==> config.mk <==
export PLATFORM = sky130hd
export DESIGN_NAME = icache_top
export DESIGN_NICKNAME = d
export VERILOG_FILES = /design/src/icache_pkg.sv /design/src/icache_addr_decode.sv /design/src/icache_way_ram.sv /design/src/icache_lookup.sv /design/src/icache_refill.sv /design/src/icache_top.sv
export SDC_FILE = /design/constraint.sdc
export NUM_CORES = 2
export LEC_CHECK = 0
export BUFFER_PORTS_ARGS = -buffer_cell sky130_fd_sc_hd__buf_2
export CAP_MARGIN = 20
export CORE_UTILIZATION = 60
export DETAILED_ROUTE_END_ITERATION = 10
export PLACE_DENSITY = 0.76
export SKIP_CTS_REPAIR_TIMING = 1
export SLEW_MARGIN = 15
export SYNTH_ARGS = -nofsm -noshare
export SYNTH_HDL_FRONTEND = slang
export SYNTH_MEMORY_MAX_BITS = 65536
export SYNTH_SLANG_ARGS = --single-unit
export TNS_END_PERCENT = 100
==> constraint.sdc <==
create_clock -name clk -period 19.4 [get_ports clk]
set_input_delay 1.94 -clock clk [delete_from_list [all_inputs] [get_ports clk]]
set_output_delay 1.94 -clock clk [all_outputs]
set_load 0.05 [all_outputs]
==> src/icache_pkg.sv <==
package icache_pkg;

  // ============================================================
  // cache geometry
  // ============================================================
  localparam int ADDR_W         = 32;
  localparam int WAYS           = 2;
  localparam int SETS           = 16;
  localparam int WORDS_PER_LINE = 4;
  localparam int OFFSET_W       = 4;
  localparam int INDEX_W        = 4;
  localparam int TAG_W          = ADDR_W - INDEX_W - OFFSET_W;
  localparam int LINE_W         = 128;
  localparam int WAY_IDX_W      = 1;

  // derived widths
  localparam int WORD_W         = LINE_W / WORDS_PER_LINE;
  localparam int WOFF_W         = $clog2(WORDS_PER_LINE);
  localparam int BYTE_W         = OFFSET_W - WOFF_W;

  // ============================================================
  // pipeline and bus structs
  // ============================================================
  typedef struct packed {
    logic              valid;
    logic [ADDR_W-1:0] addr;
  } fetch_req_t;

  typedef struct packed {
    logic               valid;
    logic [TAG_W-1:0]   tag;
    logic [INDEX_W-1:0] index;
    logic [WOFF_W-1:0]  woff;
  } dec_req_t;

  // lookup result, request fields travel along
  typedef struct packed {
    logic                 valid;
    logic                 hit;
    logic [WORD_W-1:0]    word;
    logic [WAY_IDX_W-1:0] victim;
    logic [TAG_W-1:0]     tag;
    logic [INDEX_W-1:0]   index;
    logic [WOFF_W-1:0]    woff;
  } lookup_res_t;

  typedef struct packed {
    logic                 en;
    logic [WAY_IDX_W-1:0] way;
    logic [INDEX_W-1:0]   index;
    logic [TAG_W-1:0]     tag;
    logic [LINE_W-1:0]    line;
  } line_wr_t;

  typedef struct packed {
    logic              valid;
    logic              hit;
    logic [ADDR_W-1:0] addr;
    logic [WORD_W-1:0] instr;
  } fetch_rsp_t;

  typedef struct packed {
    logic              valid;
    logic [ADDR_W-1:0] addr;
  } mem_req_t;

  typedef struct packed {
    logic              valid;
    logic [WORD_W-1:0] data;
    logic              last;
  } mem_rsp_t;

  typedef enum logic [1:0] {
    RF_IDLE,
    RF_REQ,
    RF_FILL,
    RF_RESP
  } refill_state_e;

endpackage

==> src/icache_addr_decode.sv <==
`timescale 1ns/1ps

module icache_addr_decode (
  input  logic                           clk,
  input  logic                           s_rst_n,
  input  icache_pkg::fetch_req_t         fetch_i,
  output icache_pkg::dec_req_t           dec_o,
  output logic [icache_pkg::INDEX_W-1:0] index_o
);
  import icache_pkg::*;

  logic               valid_q;
  logic [TAG_W-1:0]   tag_q;
  logic [INDEX_W-1:0] index_q;
  logic [WOFF_W-1:0]  woff_q;

  // raw index feeds the way RAMs so they read at the capture edge
  assign index_o = fetch_i.addr[OFFSET_W +: INDEX_W];

  always_ff @(posedge clk or negedge s_rst_n) begin
    if (!s_rst_n) begin
      valid_q <= 1'b0;
    end else begin
      valid_q <= fetch_i.valid;
    end
  end

  always_ff @(posedge clk) begin
    if (fetch_i.valid) begin
      tag_q   <= fetch_i.addr[ADDR_W-1 -: TAG_W];
      index_q <= fetch_i.addr[OFFSET_W +: INDEX_W];
      woff_q  <= fetch_i.addr[BYTE_W +: WOFF_W];
    end
  end

  assign dec_o = '{valid: valid_q, tag: tag_q, index: index_q, woff: woff_q};

  // instructions are word aligned
  a_fetch_aligned: assert property (@(posedge clk) disable iff (!s_rst_n)
    fetch_i.valid |-> fetch_i.addr[BYTE_W-1:0] == '0);

endmodule

==> src/icache_way_ram.sv <==
`timescale 1ns/1ps

module icache_way_ram (
  input  logic                           clk,
  input  logic                           s_rst_n,
  input  logic [icache_pkg::INDEX_W-1:0] rd_index_i,
  input  logic                           wr_en_i,
  input  logic [icache_pkg::INDEX_W-1:0] wr_index_i,
  input  logic [icache_pkg::TAG_W-1:0]   wr_tag_i,
  input  logic [icache_pkg::LINE_W-1:0]  wr_line_i,
  input  logic                           clear_i,
  output logic                           valid_o,
  output logic [icache_pkg::TAG_W-1:0]   tag_o,
  output logic [icache_pkg::LINE_W-1:0]  line_o
);
  import icache_pkg::*;

  logic [SETS-1:0]  valid_q;
  logic [TAG_W-1:0] tag_mem  [SETS];
  logic [LINE_W-1:0] line_mem [SETS];
  logic             wr_hit_rd;

  assign wr_hit_rd = wr_en_i && (wr_index_i == rd_index_i);

  // valid bits, flush clears all of them at once
  always_ff @(posedge clk or negedge s_rst_n) begin
    if (!s_rst_n) begin
      valid_q <= '0;
      valid_o <= 1'b0;
    end else if (clear_i) begin
      valid_q <= '0;
      valid_o <= 1'b0;
    end else begin
      if (wr_en_i) begin
        valid_q[wr_index_i] <= 1'b1;
      end
      valid_o <= wr_hit_rd ? 1'b1 : valid_q[rd_index_i];
    end
  end

  // tag and line storage, write first on same index
  always_ff @(posedge clk) begin
    if (wr_en_i) begin
      tag_mem[wr_index_i]  <= wr_tag_i;
      line_mem[wr_index_i] <= wr_line_i;
    end
    tag_o  <= wr_hit_rd ? wr_tag_i  : tag_mem[rd_index_i];
    line_o <= wr_hit_rd ? wr_line_i : line_mem[rd_index_i];
  end

endmodule

==> src/icache_lookup.sv <==
`timescale 1ns/1ps

module icache_lookup (
  input  logic                           clk,
  input  logic                           s_rst_n,
  input  logic [icache_pkg::INDEX_W-1:0] rd_index_i,
  input  icache_pkg::dec_req_t           dec_i,
  input  icache_pkg::line_wr_t           line_wr_i,
  input  logic                           flush_i,
  output icache_pkg::lookup_res_t        res_o
);
  import icache_pkg::*;

  logic [WAYS-1:0]                       way_valid;
  logic [WAYS-1:0][TAG_W-1:0]            way_tag;
  logic [WAYS-1:0][LINE_W-1:0]           way_line;
  logic [WAYS-1:0]                       way_hit;
  logic [WORDS_PER_LINE-1:0][WORD_W-1:0] hit_line;
  logic [WAY_IDX_W-1:0]                  victim_q [SETS];

  // ============================================================
  // way storage and tag compare
  // ============================================================
  for (genvar w = 0; w < WAYS; w++) begin : g_way
    icache_way_ram icache_way_ram_inst (
      .clk        (clk),
      .s_rst_n    (s_rst_n),
      .rd_index_i (rd_index_i),
      .wr_en_i    (line_wr_i.en && (line_wr_i.way == WAY_IDX_W'(w))),
      .wr_index_i (line_wr_i.index),
      .wr_tag_i   (line_wr_i.tag),
      .wr_line_i  (line_wr_i.line),
      .clear_i    (flush_i),
      .valid_o    (way_valid[w]),
      .tag_o      (way_tag[w]),
      .line_o     (way_line[w])
    );

    assign way_hit[w] = way_valid[w] && (way_tag[w] == dec_i.tag);
  end

  // at most one way hits, so an OR of the masked lines is the select
  always_comb begin
    hit_line = '0;
    for (int w = 0; w < WAYS; w++) begin
      if (way_hit[w]) begin
        hit_line = hit_line | way_line[w];
      end
    end
  end

  always_comb begin
    res_o.valid  = dec_i.valid;
    res_o.hit    = dec_i.valid && (|way_hit);
    res_o.word   = hit_line[dec_i.woff];
    res_o.victim = victim_q[dec_i.index];
    res_o.tag    = dec_i.tag;
    res_o.index  = dec_i.index;
    res_o.woff   = dec_i.woff;
  end

  // ============================================================
  // round-robin victim pointer per set
  // ============================================================
  always_ff @(posedge clk or negedge s_rst_n) begin
    if (!s_rst_n) begin
      for (int s = 0; s < SETS; s++) begin
        victim_q[s] <= '0;
      end
    end else if (flush_i) begin
      for (int s = 0; s < SETS; s++) begin
        victim_q[s] <= '0;
      end
    end else if (line_wr_i.en) begin
      victim_q[line_wr_i.index] <= victim_q[line_wr_i.index] + 1'b1;
    end
  end

  // a line is only ever filled into the victim way after a miss
  a_single_hit: assert property (@(posedge clk) disable iff (!s_rst_n)
    dec_i.valid |-> $onehot0(way_hit));

endmodule

==> src/icache_refill.sv <==
`timescale 1ns/1ps

module icache_refill (
  input  logic                    clk,
  input  logic                    s_rst_n,
  input  icache_pkg::lookup_res_t res_i,
  input  logic                    mem_ready_i,
  input  icache_pkg::mem_rsp_t    mem_rsp_i,
  output icache_pkg::line_wr_t    line_wr_o,
  output icache_pkg::mem_req_t    mem_req_o,
  output icache_pkg::fetch_rsp_t  fetch_rsp_o,
  output logic                    busy_o
);
  import icache_pkg::*;

  refill_state_e                         state_q;
  refill_state_e                         state_d;
  logic [WOFF_W-1:0]                     beat_cnt_q;
  logic [WORDS_PER_LINE-1:0][WORD_W-1:0] line_buf_q;
  logic [WORDS_PER_LINE-1:0][WORD_W-1:0] line_asm;

  // latched miss request
  logic [TAG_W-1:0]     miss_tag_q;
  logic [INDEX_W-1:0]   miss_index_q;
  logic [WOFF_W-1:0]    miss_woff_q;
  logic [WAY_IDX_W-1:0] miss_way_q;

  logic              miss;
  logic              beat_in;
  logic              last_beat;
  logic              rsp_valid_q;
  logic              rsp_hit_q;
  logic [ADDR_W-1:0] rsp_addr_q;
  logic [WORD_W-1:0] rsp_instr_q;

  assign miss      = res_i.valid && !res_i.hit;
  assign beat_in   = (state_q == RF_FILL) && mem_rsp_i.valid;
  assign last_beat = beat_in && mem_rsp_i.last;

  // ============================================================
  // refill FSM
  // ============================================================
  always_comb begin
    state_d = state_q;
    case (state_q)
      RF_IDLE: if (miss)        state_d = RF_REQ;
      RF_REQ:  if (mem_ready_i) state_d = RF_FILL;
      RF_FILL: if (last_beat)   state_d = RF_RESP;
      RF_RESP:                  state_d = RF_IDLE;
      default:                  state_d = RF_IDLE;
    endcase
  end

  always_ff @(posedge clk or negedge s_rst_n) begin
    if (!s_rst_n) begin
      state_q    <= RF_IDLE;
      beat_cnt_q <= '0;
    end else begin
      state_q <= state_d;
      if (state_q == RF_REQ) begin
        beat_cnt_q <= '0;
      end else if (beat_in) begin
        beat_cnt_q <= beat_cnt_q + 1'b1;
      end
    end
  end

  always_ff @(posedge clk) begin
    if (state_q == RF_IDLE && miss) begin
      miss_tag_q   <= res_i.tag;
      miss_index_q <= res_i.index;
      miss_woff_q  <= res_i.woff;
      miss_way_q   <= res_i.victim;
    end
    if (beat_in) begin
      line_buf_q[beat_cnt_q] <= mem_rsp_i.data;
    end
  end

  // line with the incoming beat merged in, used on the last beat
  always_comb begin
    line_asm = line_buf_q;
    if (beat_in) begin
      line_asm[beat_cnt_q] = mem_rsp_i.data;
    end
  end

  assign line_wr_o = '{en: last_beat, way: miss_way_q, index: miss_index_q,
                       tag: miss_tag_q, line: line_asm};

  assign mem_req_o = '{valid: state_q == RF_REQ,
                       addr: {miss_tag_q, miss_index_q, OFFSET_W'(0)}};

  // ============================================================
  // response register
  // ============================================================
  always_ff @(posedge clk or negedge s_rst_n) begin
    if (!s_rst_n) begin
      rsp_valid_q <= 1'b0;
    end else begin
      rsp_valid_q <= (res_i.valid && res_i.hit) || last_beat;
    end
  end

  always_ff @(posedge clk) begin
    if (res_i.valid && res_i.hit) begin
      rsp_hit_q   <= 1'b1;
      rsp_addr_q  <= {res_i.tag, res_i.index, res_i.woff, BYTE_W'(0)};
      rsp_instr_q <= res_i.word;
    end else if (last_beat) begin
      rsp_hit_q   <= 1'b0;
      rsp_addr_q  <= {miss_tag_q, miss_index_q, miss_woff_q, BYTE_W'(0)};
      rsp_instr_q <= line_asm[miss_woff_q];
    end
  end

  assign fetch_rsp_o = '{valid: rsp_valid_q, hit: rsp_hit_q,
                         addr: rsp_addr_q, instr: rsp_instr_q};

  // RF_RESP is the response cycle and already accepts the next fetch
  assign busy_o = miss || (state_q == RF_REQ) || (state_q == RF_FILL);

  a_beat_only_in_fill: assert property (@(posedge clk) disable iff (!s_rst_n)
    mem_rsp_i.valid |-> state_q == RF_FILL);

  a_last_on_fourth: assert property (@(posedge clk) disable iff (!s_rst_n)
    beat_in |-> mem_rsp_i.last == (beat_cnt_q == WOFF_W'(WORDS_PER_LINE - 1)));

endmodule

==> src/icache_top.sv <==
`timescale 1ns/1ps

module icache_top (
  input  logic                   clk,
  input  logic                   s_rst_n,
  input  icache_pkg::fetch_req_t fetch_i,
  input  logic                   flush_i,
  input  logic                   mem_ready_i,
  input  icache_pkg::mem_rsp_t   mem_rsp_i,
  output logic                   busy_o,
  output icache_pkg::fetch_rsp_t fetch_rsp_o,
  output icache_pkg::mem_req_t   mem_req_o
);
  import icache_pkg::*;

  dec_req_t           dec;
  logic [INDEX_W-1:0] rd_index;
  lookup_res_t        res;
  line_wr_t           line_wr;
  logic               flush_ok;

  // flush is ignored during a refill
  assign flush_ok = flush_i && !busy_o;

  icache_addr_decode icache_addr_decode_inst (
    .clk     (clk),
    .s_rst_n (s_rst_n),
    .fetch_i (fetch_i),
    .dec_o   (dec),
    .index_o (rd_index)
  );

  icache_lookup icache_lookup_inst (
    .clk        (clk),
    .s_rst_n    (s_rst_n),
    .rd_index_i (rd_index),
    .dec_i      (dec),
    .line_wr_i  (line_wr),
    .flush_i    (flush_ok),
    .res_o      (res)
  );

  icache_refill icache_refill_inst (
    .clk         (clk),
    .s_rst_n     (s_rst_n),
    .res_i       (res),
    .mem_ready_i (mem_ready_i),
    .mem_rsp_i   (mem_rsp_i),
    .line_wr_o   (line_wr),
    .mem_req_o   (mem_req_o),
    .fetch_rsp_o (fetch_rsp_o),
    .busy_o      (busy_o)
  );

  // environment holds off while a miss is pending
  a_no_fetch_when_busy: assert property (@(posedge clk) disable iff (!s_rst_n)
    fetch_i.valid |-> !busy_o);

endmodule

# After elaboration in Yosys (flattened, before gate mapping)
# Memory sizes are Yosys's and may differ from the RTL's. A register that Yosys moved wholly into a read port is not among the register bits.
# Cells that the tools add are included.
[op_classes]
addsub = 2
mul = 0
n_div = 0
n_lt_le_gt_ge = 10
n_eq_ne = 9
shift = 0
mux = 49
bitwise_logic = 6
reduce_logical = 29
[op_table]
columns = ["op", "n"]
rows = [
  ["$mux W128", 3],
  ["$mux W32", 7],
  ["$bmux W32 S2", 2],
  ["$bwmux W128", 1],
  ["$or A128 B128 Y128", 1],
  ["$mux W16", 6],
  ["$demux W32 S2", 1],
  ["$eq A24 B24 Y1", 2],
  ["$or A16 B16 Y16", 2],
  ["$bmux W1 S4", 4],
  ["$bwmux W16", 1],
  ["$logic_and A1 B1 Y1", 16],
  ["$mux W1", 16],
  ["$ge A5 B5 Y1 const B", 2],
  ["$lt A4 B5 Y1 const B", 2],
  ["$mux W2", 5],
  ["$not A4 Y5", 2],
  ["$reduce_bool A2 Y1", 5],
  ["$lt A2 B3 Y1 const B", 3],
  ["$demux W1 S4", 2],
  ["$pmux W2 S4", 1],
  ["$lt A5 B1 Y1 const B", 1],
  ["$eq A2 B2 Y1 const B", 2],
  ["$eq A4 B4 Y1", 1],
  ["13 further kinds", 17],
]
[word_totals]
reg_bits = 308
latchBits = 0
ramBits = 4864
mem_bits_ro = 0
inputBits = 71
output_inout_bits = 100
word_cells = 147
mem_count = 4
[mem_list]
columns = ["memory", "depth", "width", "rd", "rd_ports_with_merged_regs", "wr", "line", "source"]
rows = [
  ["icache_lookup_inst.g_way[0].icache_way_ram_inst.line_mem", 16, 128, 1, 1, 1, "icache_way_ram.sv:20", "logic [LINE_W-1:0] line_mem [SETS];"],
  ["icache_lookup_inst.g_way[1].icache_way_ram_inst.line_mem", 16, 128, 1, 1, 1, "icache_way_ram.sv:20", ""],
  ["icache_lookup_inst.g_way[0].icache_way_ram_inst.tag_mem", 16, 24, 1, 1, 1, "icache_way_ram.sv:19", "logic [TAG_W-1:0] tag_mem [SETS];"],
  ["icache_lookup_inst.g_way[1].icache_way_ram_inst.tag_mem", 16, 24, 1, 1, 1, "icache_way_ram.sv:19", ""],
]

# Depth between registers and ports, before layout
[logic_depth]
depth_word = 11
ltp_mapped = 20
mapped_depth_nobuf = 11

# By module
# A second synthesis with hierarchy kept.
[unflattened]
cells_unflattened = 8455
hier_area_um2 = 198845.7
[modules_own_cells]
columns = ["module", "n_inst", "cells_per_inst", "area_per_inst_um2", "seq_area_each_um2"]
rows = [
  ["icache_way_ram (icache_lookup_inst.g_way[0].icache_way_ram_inst)", 1, 3616, 92368.6, 73535.5],
  ["icache_way_ram (icache_lookup_inst.g_way[1].icache_way_ram_inst)", 1, 3583, 92135.9, 73535.5],
  ["icache_refill", 1, 895, 9705.6, 5500.3],
  ["icache_lookup", 1, 324, 3658.5, 400.4],
  ["icache_addr_decode", 1, 36, 963.4, 925.9],
  ["icache_top", 1, 1, 13.8, 0.0],
]

# Least setup slack after synthesis
# Ideal clock, no wire load.
[synth_timing]
path_kind = "input to register"
start = "input port mem_rsp_i[33] (netlist name)"
end = "memory icache_lookup_inst.g_way[0].icache_way_ram_inst.line_mem[0][0], enable pin"
setup_time_ns = 1.039
t_arrival_ns = 17.385
t_required_ns = 18.361
setup_slack_ns = 0.976
stages = 6
n_path_buf = 2
path_cell_list = "and2_1 > clkbuf_1 > nand2_1 > or3_1 > clkbuf_1 > nor4_1"
[synth_via]
elab_chain_len = 5
[synth_rtl]
columns = ["item", "line", "source"]
rows = [
  ["start, declared", "icache_top.sv:9", "input icache_pkg::mem_rsp_t mem_rsp_i,"],
  ["$logic_and A1 B1 Y1", "icache_refill.sv:37", "assign beat_in = (state_q == RF_FILL) && mem_rsp_i.valid;"],
  ["$logic_and A1 B1 Y1", "icache_refill.sv:38", "assign last_beat = beat_in && mem_rsp_i.last;"],
  ["$logic_and A1 B1 Y1", "icache_lookup.sv:29", ".wr_en_i (line_wr_i.en && (line_wr_i.way == WAY_IDX_W'(w))),"],
  ["$mux W1", "icache_way_ram.sv:43", "if (wr_en_i) begin"],
  ["$mux W1 (implied by the code)", "icache_way_ram.sv:45", "line_mem[wr_index_i] <= wr_line_i;"],
  ["end, declared", "icache_way_ram.sv:20", ""],
]
# No other way between the ends.

==> results.cfg <==
[run_status]
status = completed

[global_routing]
antenna_found_initial = 26
grt_usage = 0.318
grt_first_pass_wirelength_um = 740000
grt_pass1_vias = 99307
grt_overflow = 0
grt_max_degree = 124

[clock_network]
worstSkewPairLatency_ns = 1.03
clkTransAtPathRegs_ns = 0.06
cts_root_buf = clkbuf_16
clock-sinks = 5176
cts_tree = built
cts_buffer_depth = 4
cts_buffers = 478
cts_max_level = 5

[timing]
fin_ws_ns = 8.66
setup_violations = 0
slew_headroom = 0.0607
hold_viol_final = 0
final.setup.tns_ns = 0
final_max_slew_viol_count = 0
post-route-period-util = 0.553
max_freq_mhz = 93.1
clock_skew_ns = 0.0984
worstMarginPinSlew_ns = 1.41
period_needed_ns = 10.74
rsz0062_at_grt = no

[detailed_routing]
drt_iter0_markers = 16325
drt_pass1_iterations = 6
vias = 99054
viasPerCell = 7.17
drc = 0
drt_wl_total_um = 527000
wl_per_cell_um = 38.1
antenna_left = 0

[synthesis]
synth_top_cell_by_area = edfxtp_1
synth_cells = 8644
synth_top_family_by_area = multiplexers
synth.most_common_cell = edfxtp_1
synth_mux_area_frac = 0.180
synth_top_area_share = 0.754
ys_top_cells_by_area = edfxtp_1, mux4_2, dfxtp_1
ys_seq_area_frac = 0.775
ys.flop_type = edfxtp_1
async_flop_share = 0.0108
synth_cell_types = 88
ys_top_cells_by_count = edfxtp_1, mux4_2, nand2_1
synth_fa_ha_area_frac = 0.000504
syn_area_sq_um = 198000
synth-compound-area-share = 0.0140
avgSynthCellArea_sq_um = 23.0
synthXorXnorAreaFrac = 0.00260
yosysWarnings = 0
synth-edff-count = 4987
synth-seq-cells = 5176
synth-simple-area-share = 0.0157

[placed_design]
routabilityCongestion = 0.802
post-dp-hpwl_um = 248000
port_buffers = 162
dp_slack_ns = 9.74

[floorplan]
die_y_um = 577
boundaryPins = 171
die_area_sq_um = 333000
rows = 210
die_w_um = 577
initial_core_util = 0.605
core_area_sq_um = 328000

[job]
maxCapViolations = 0

[worst_setup_path]
crit_path_max_fanout = 52
cp_data_required_time_ns = 17.46
r2r_slack_ns = 10.43
setup.worst_path.start_class = flop
cp.arrival_ns = 8.80
reg2reg_depth = 15
path_class = flop to output pin
endpoint_kind = output pin
r2r_end = icache_refill_inst.rsp_addr_q[21]

[finish]
nets = 9112
syn2layout_area_growth_pct = 11.2
drive_above_1_share = 0.291

[hold_path]
timing.hold.worst_path_depth = 2
hold_start = icache_refill_inst.rsp_hit_q
min_path_type = flop to flop
min_to = icache_refill_inst.rsp_hit_q

[pwr]
powerDensity_nw_per_um2 = 115
leakagePower_nw = 71.5
peakVddDrop_mv = 0.0948
[area by class of cell]
class / count / area [sq um]
Antenna cell: 27 / 67.6
Inverter: 34 / 140
Tap cell: 4346 / 5440
Clock inverter: 245 / 2300
Sequential cell: 5176 / 154000
Clock buffer: 653 / 13200
Fill cell: 19024 / 108000
Multi-Input combinational cell: 2949 / 42500
Timing Repair Buffer: 394 / 3150
[worst max-delay path by stage]
stage                  startpoint     end  slack [ns]  cells past startpoint
floorplan           mem_rsp_i[33]    flop        0.98                      6
global placement             flop  busy_o        9.85                     15
detailed placement           flop  busy_o        9.74                     15
CTS                          flop  busy_o        8.66                     15
global route                 flop  busy_o        8.23                     15
finish                       flop  busy_o        8.66                     15
[metal layers]
layer,vias up,wire (um),track usage
met1,52277,178000,0.434
met4,6,25100,0.134
met3,1355,70500,0.0711
li1,37356,-,-
met5,-,40,0
met2,8060,253000,0.504
[flip-flops by register name, summed over array words and instances, names as in the netlist, named ones only]
register	flops
icache_refill_inst.miss_way_q	1
icache_lookup_inst.g_way.icache_way_ram_inst.line_mem	4096
icache_refill_inst.rsp_addr_q	30
icache_refill_inst.rsp_valid_q	1
icache_addr_decode_inst.woff_q	2
icache_refill_inst.rsp_hit_q	1
icache_refill_inst.rsp_instr_q	32
icache_lookup_inst.victim_q	16
icache_lookup_inst.g_way.icache_way_ram_inst.valid_o	2
icache_addr_decode_inst.index_q	4
icache_refill_inst.miss_index_q	4
icache_refill_inst.miss_tag_q	24
icache_addr_decode_inst.valid_q	1
icache_refill_inst.miss_woff_q	2
icache_addr_decode_inst.tag_q	24
icache_refill_inst.line_buf_q	128
icache_refill_inst.beat_cnt_q	2
icache_refill_inst.state_q	2
icache_lookup_inst.g_way.icache_way_ram_inst.tag_mem	768
icache_lookup_inst.g_way.icache_way_ram_inst.valid_q	32
[per-stage QoR]
step	cell area [sq um]	utilization	std cells	hold slack, ns	power, mW
6_report	221000	0.672	13824	0.466	25.4
5_1_grt	221000	0.672	13813	0.481	25.9
4_1_cts	220000	0.671	13784	0.463	25.3
3_5_place_dp	205000	0.624	12886	0.455	16.2
3_3_place_gp	205000	0.624	12885	0.437	16.0
2_1_floorplan	199000	-	8649	0.421	15.4
[layout by cell type, fill, tap and decap left out, drive strengths merged, types with 27 or more instances in the layout]
cell type  count
edfxtp      4987
nor2         167
buf          394
mux2i        176
a211oi        33
a21oi        118
xnor2         40
bufinv        32
nor3          43
dfrtp         56
and3          27
clkbuf       653
nand3         44
diode         27
inv           45
mux2         164
o21ai         53
a22oi         29
mux4        1424
nand2        322
clkinv       187
dfxtp        133
o22ai         37
[report_power, final]
part           switching (mW)  internal [mW]
logic                    1.72          0.594
clock network            4.11           5.20
registers               0.139           13.6
total                    5.97           19.4
[logic make-up after synthesis]
kind of cell,count (synthesis)
xor gates and xnor gates,59
muxes,1764
DFF,5176
buffers and inverters,524
adders and majority gates,8
other,1
AOI/OAI and AO/OA,410
and+or+nand+nor,702
[critical path, cell delays in order (launching register included)]
cell	delay (ns)
dfxtp_4	0.76
buf_4	0.75
buf_4	0.89
buf_4	0.81
mux4_2	0.62
nor2_1	0.12
a2111oi_0	0.10
or3_1	0.41
a2111o_1	0.47
a2111oi_4	0.21
buf_4	0.50
nand2_4	0.50
nand3_1	0.62
nor3b_2	0.49
inv_1	0.07
buf_2	0.22
(Power assumes the default switching activity.)
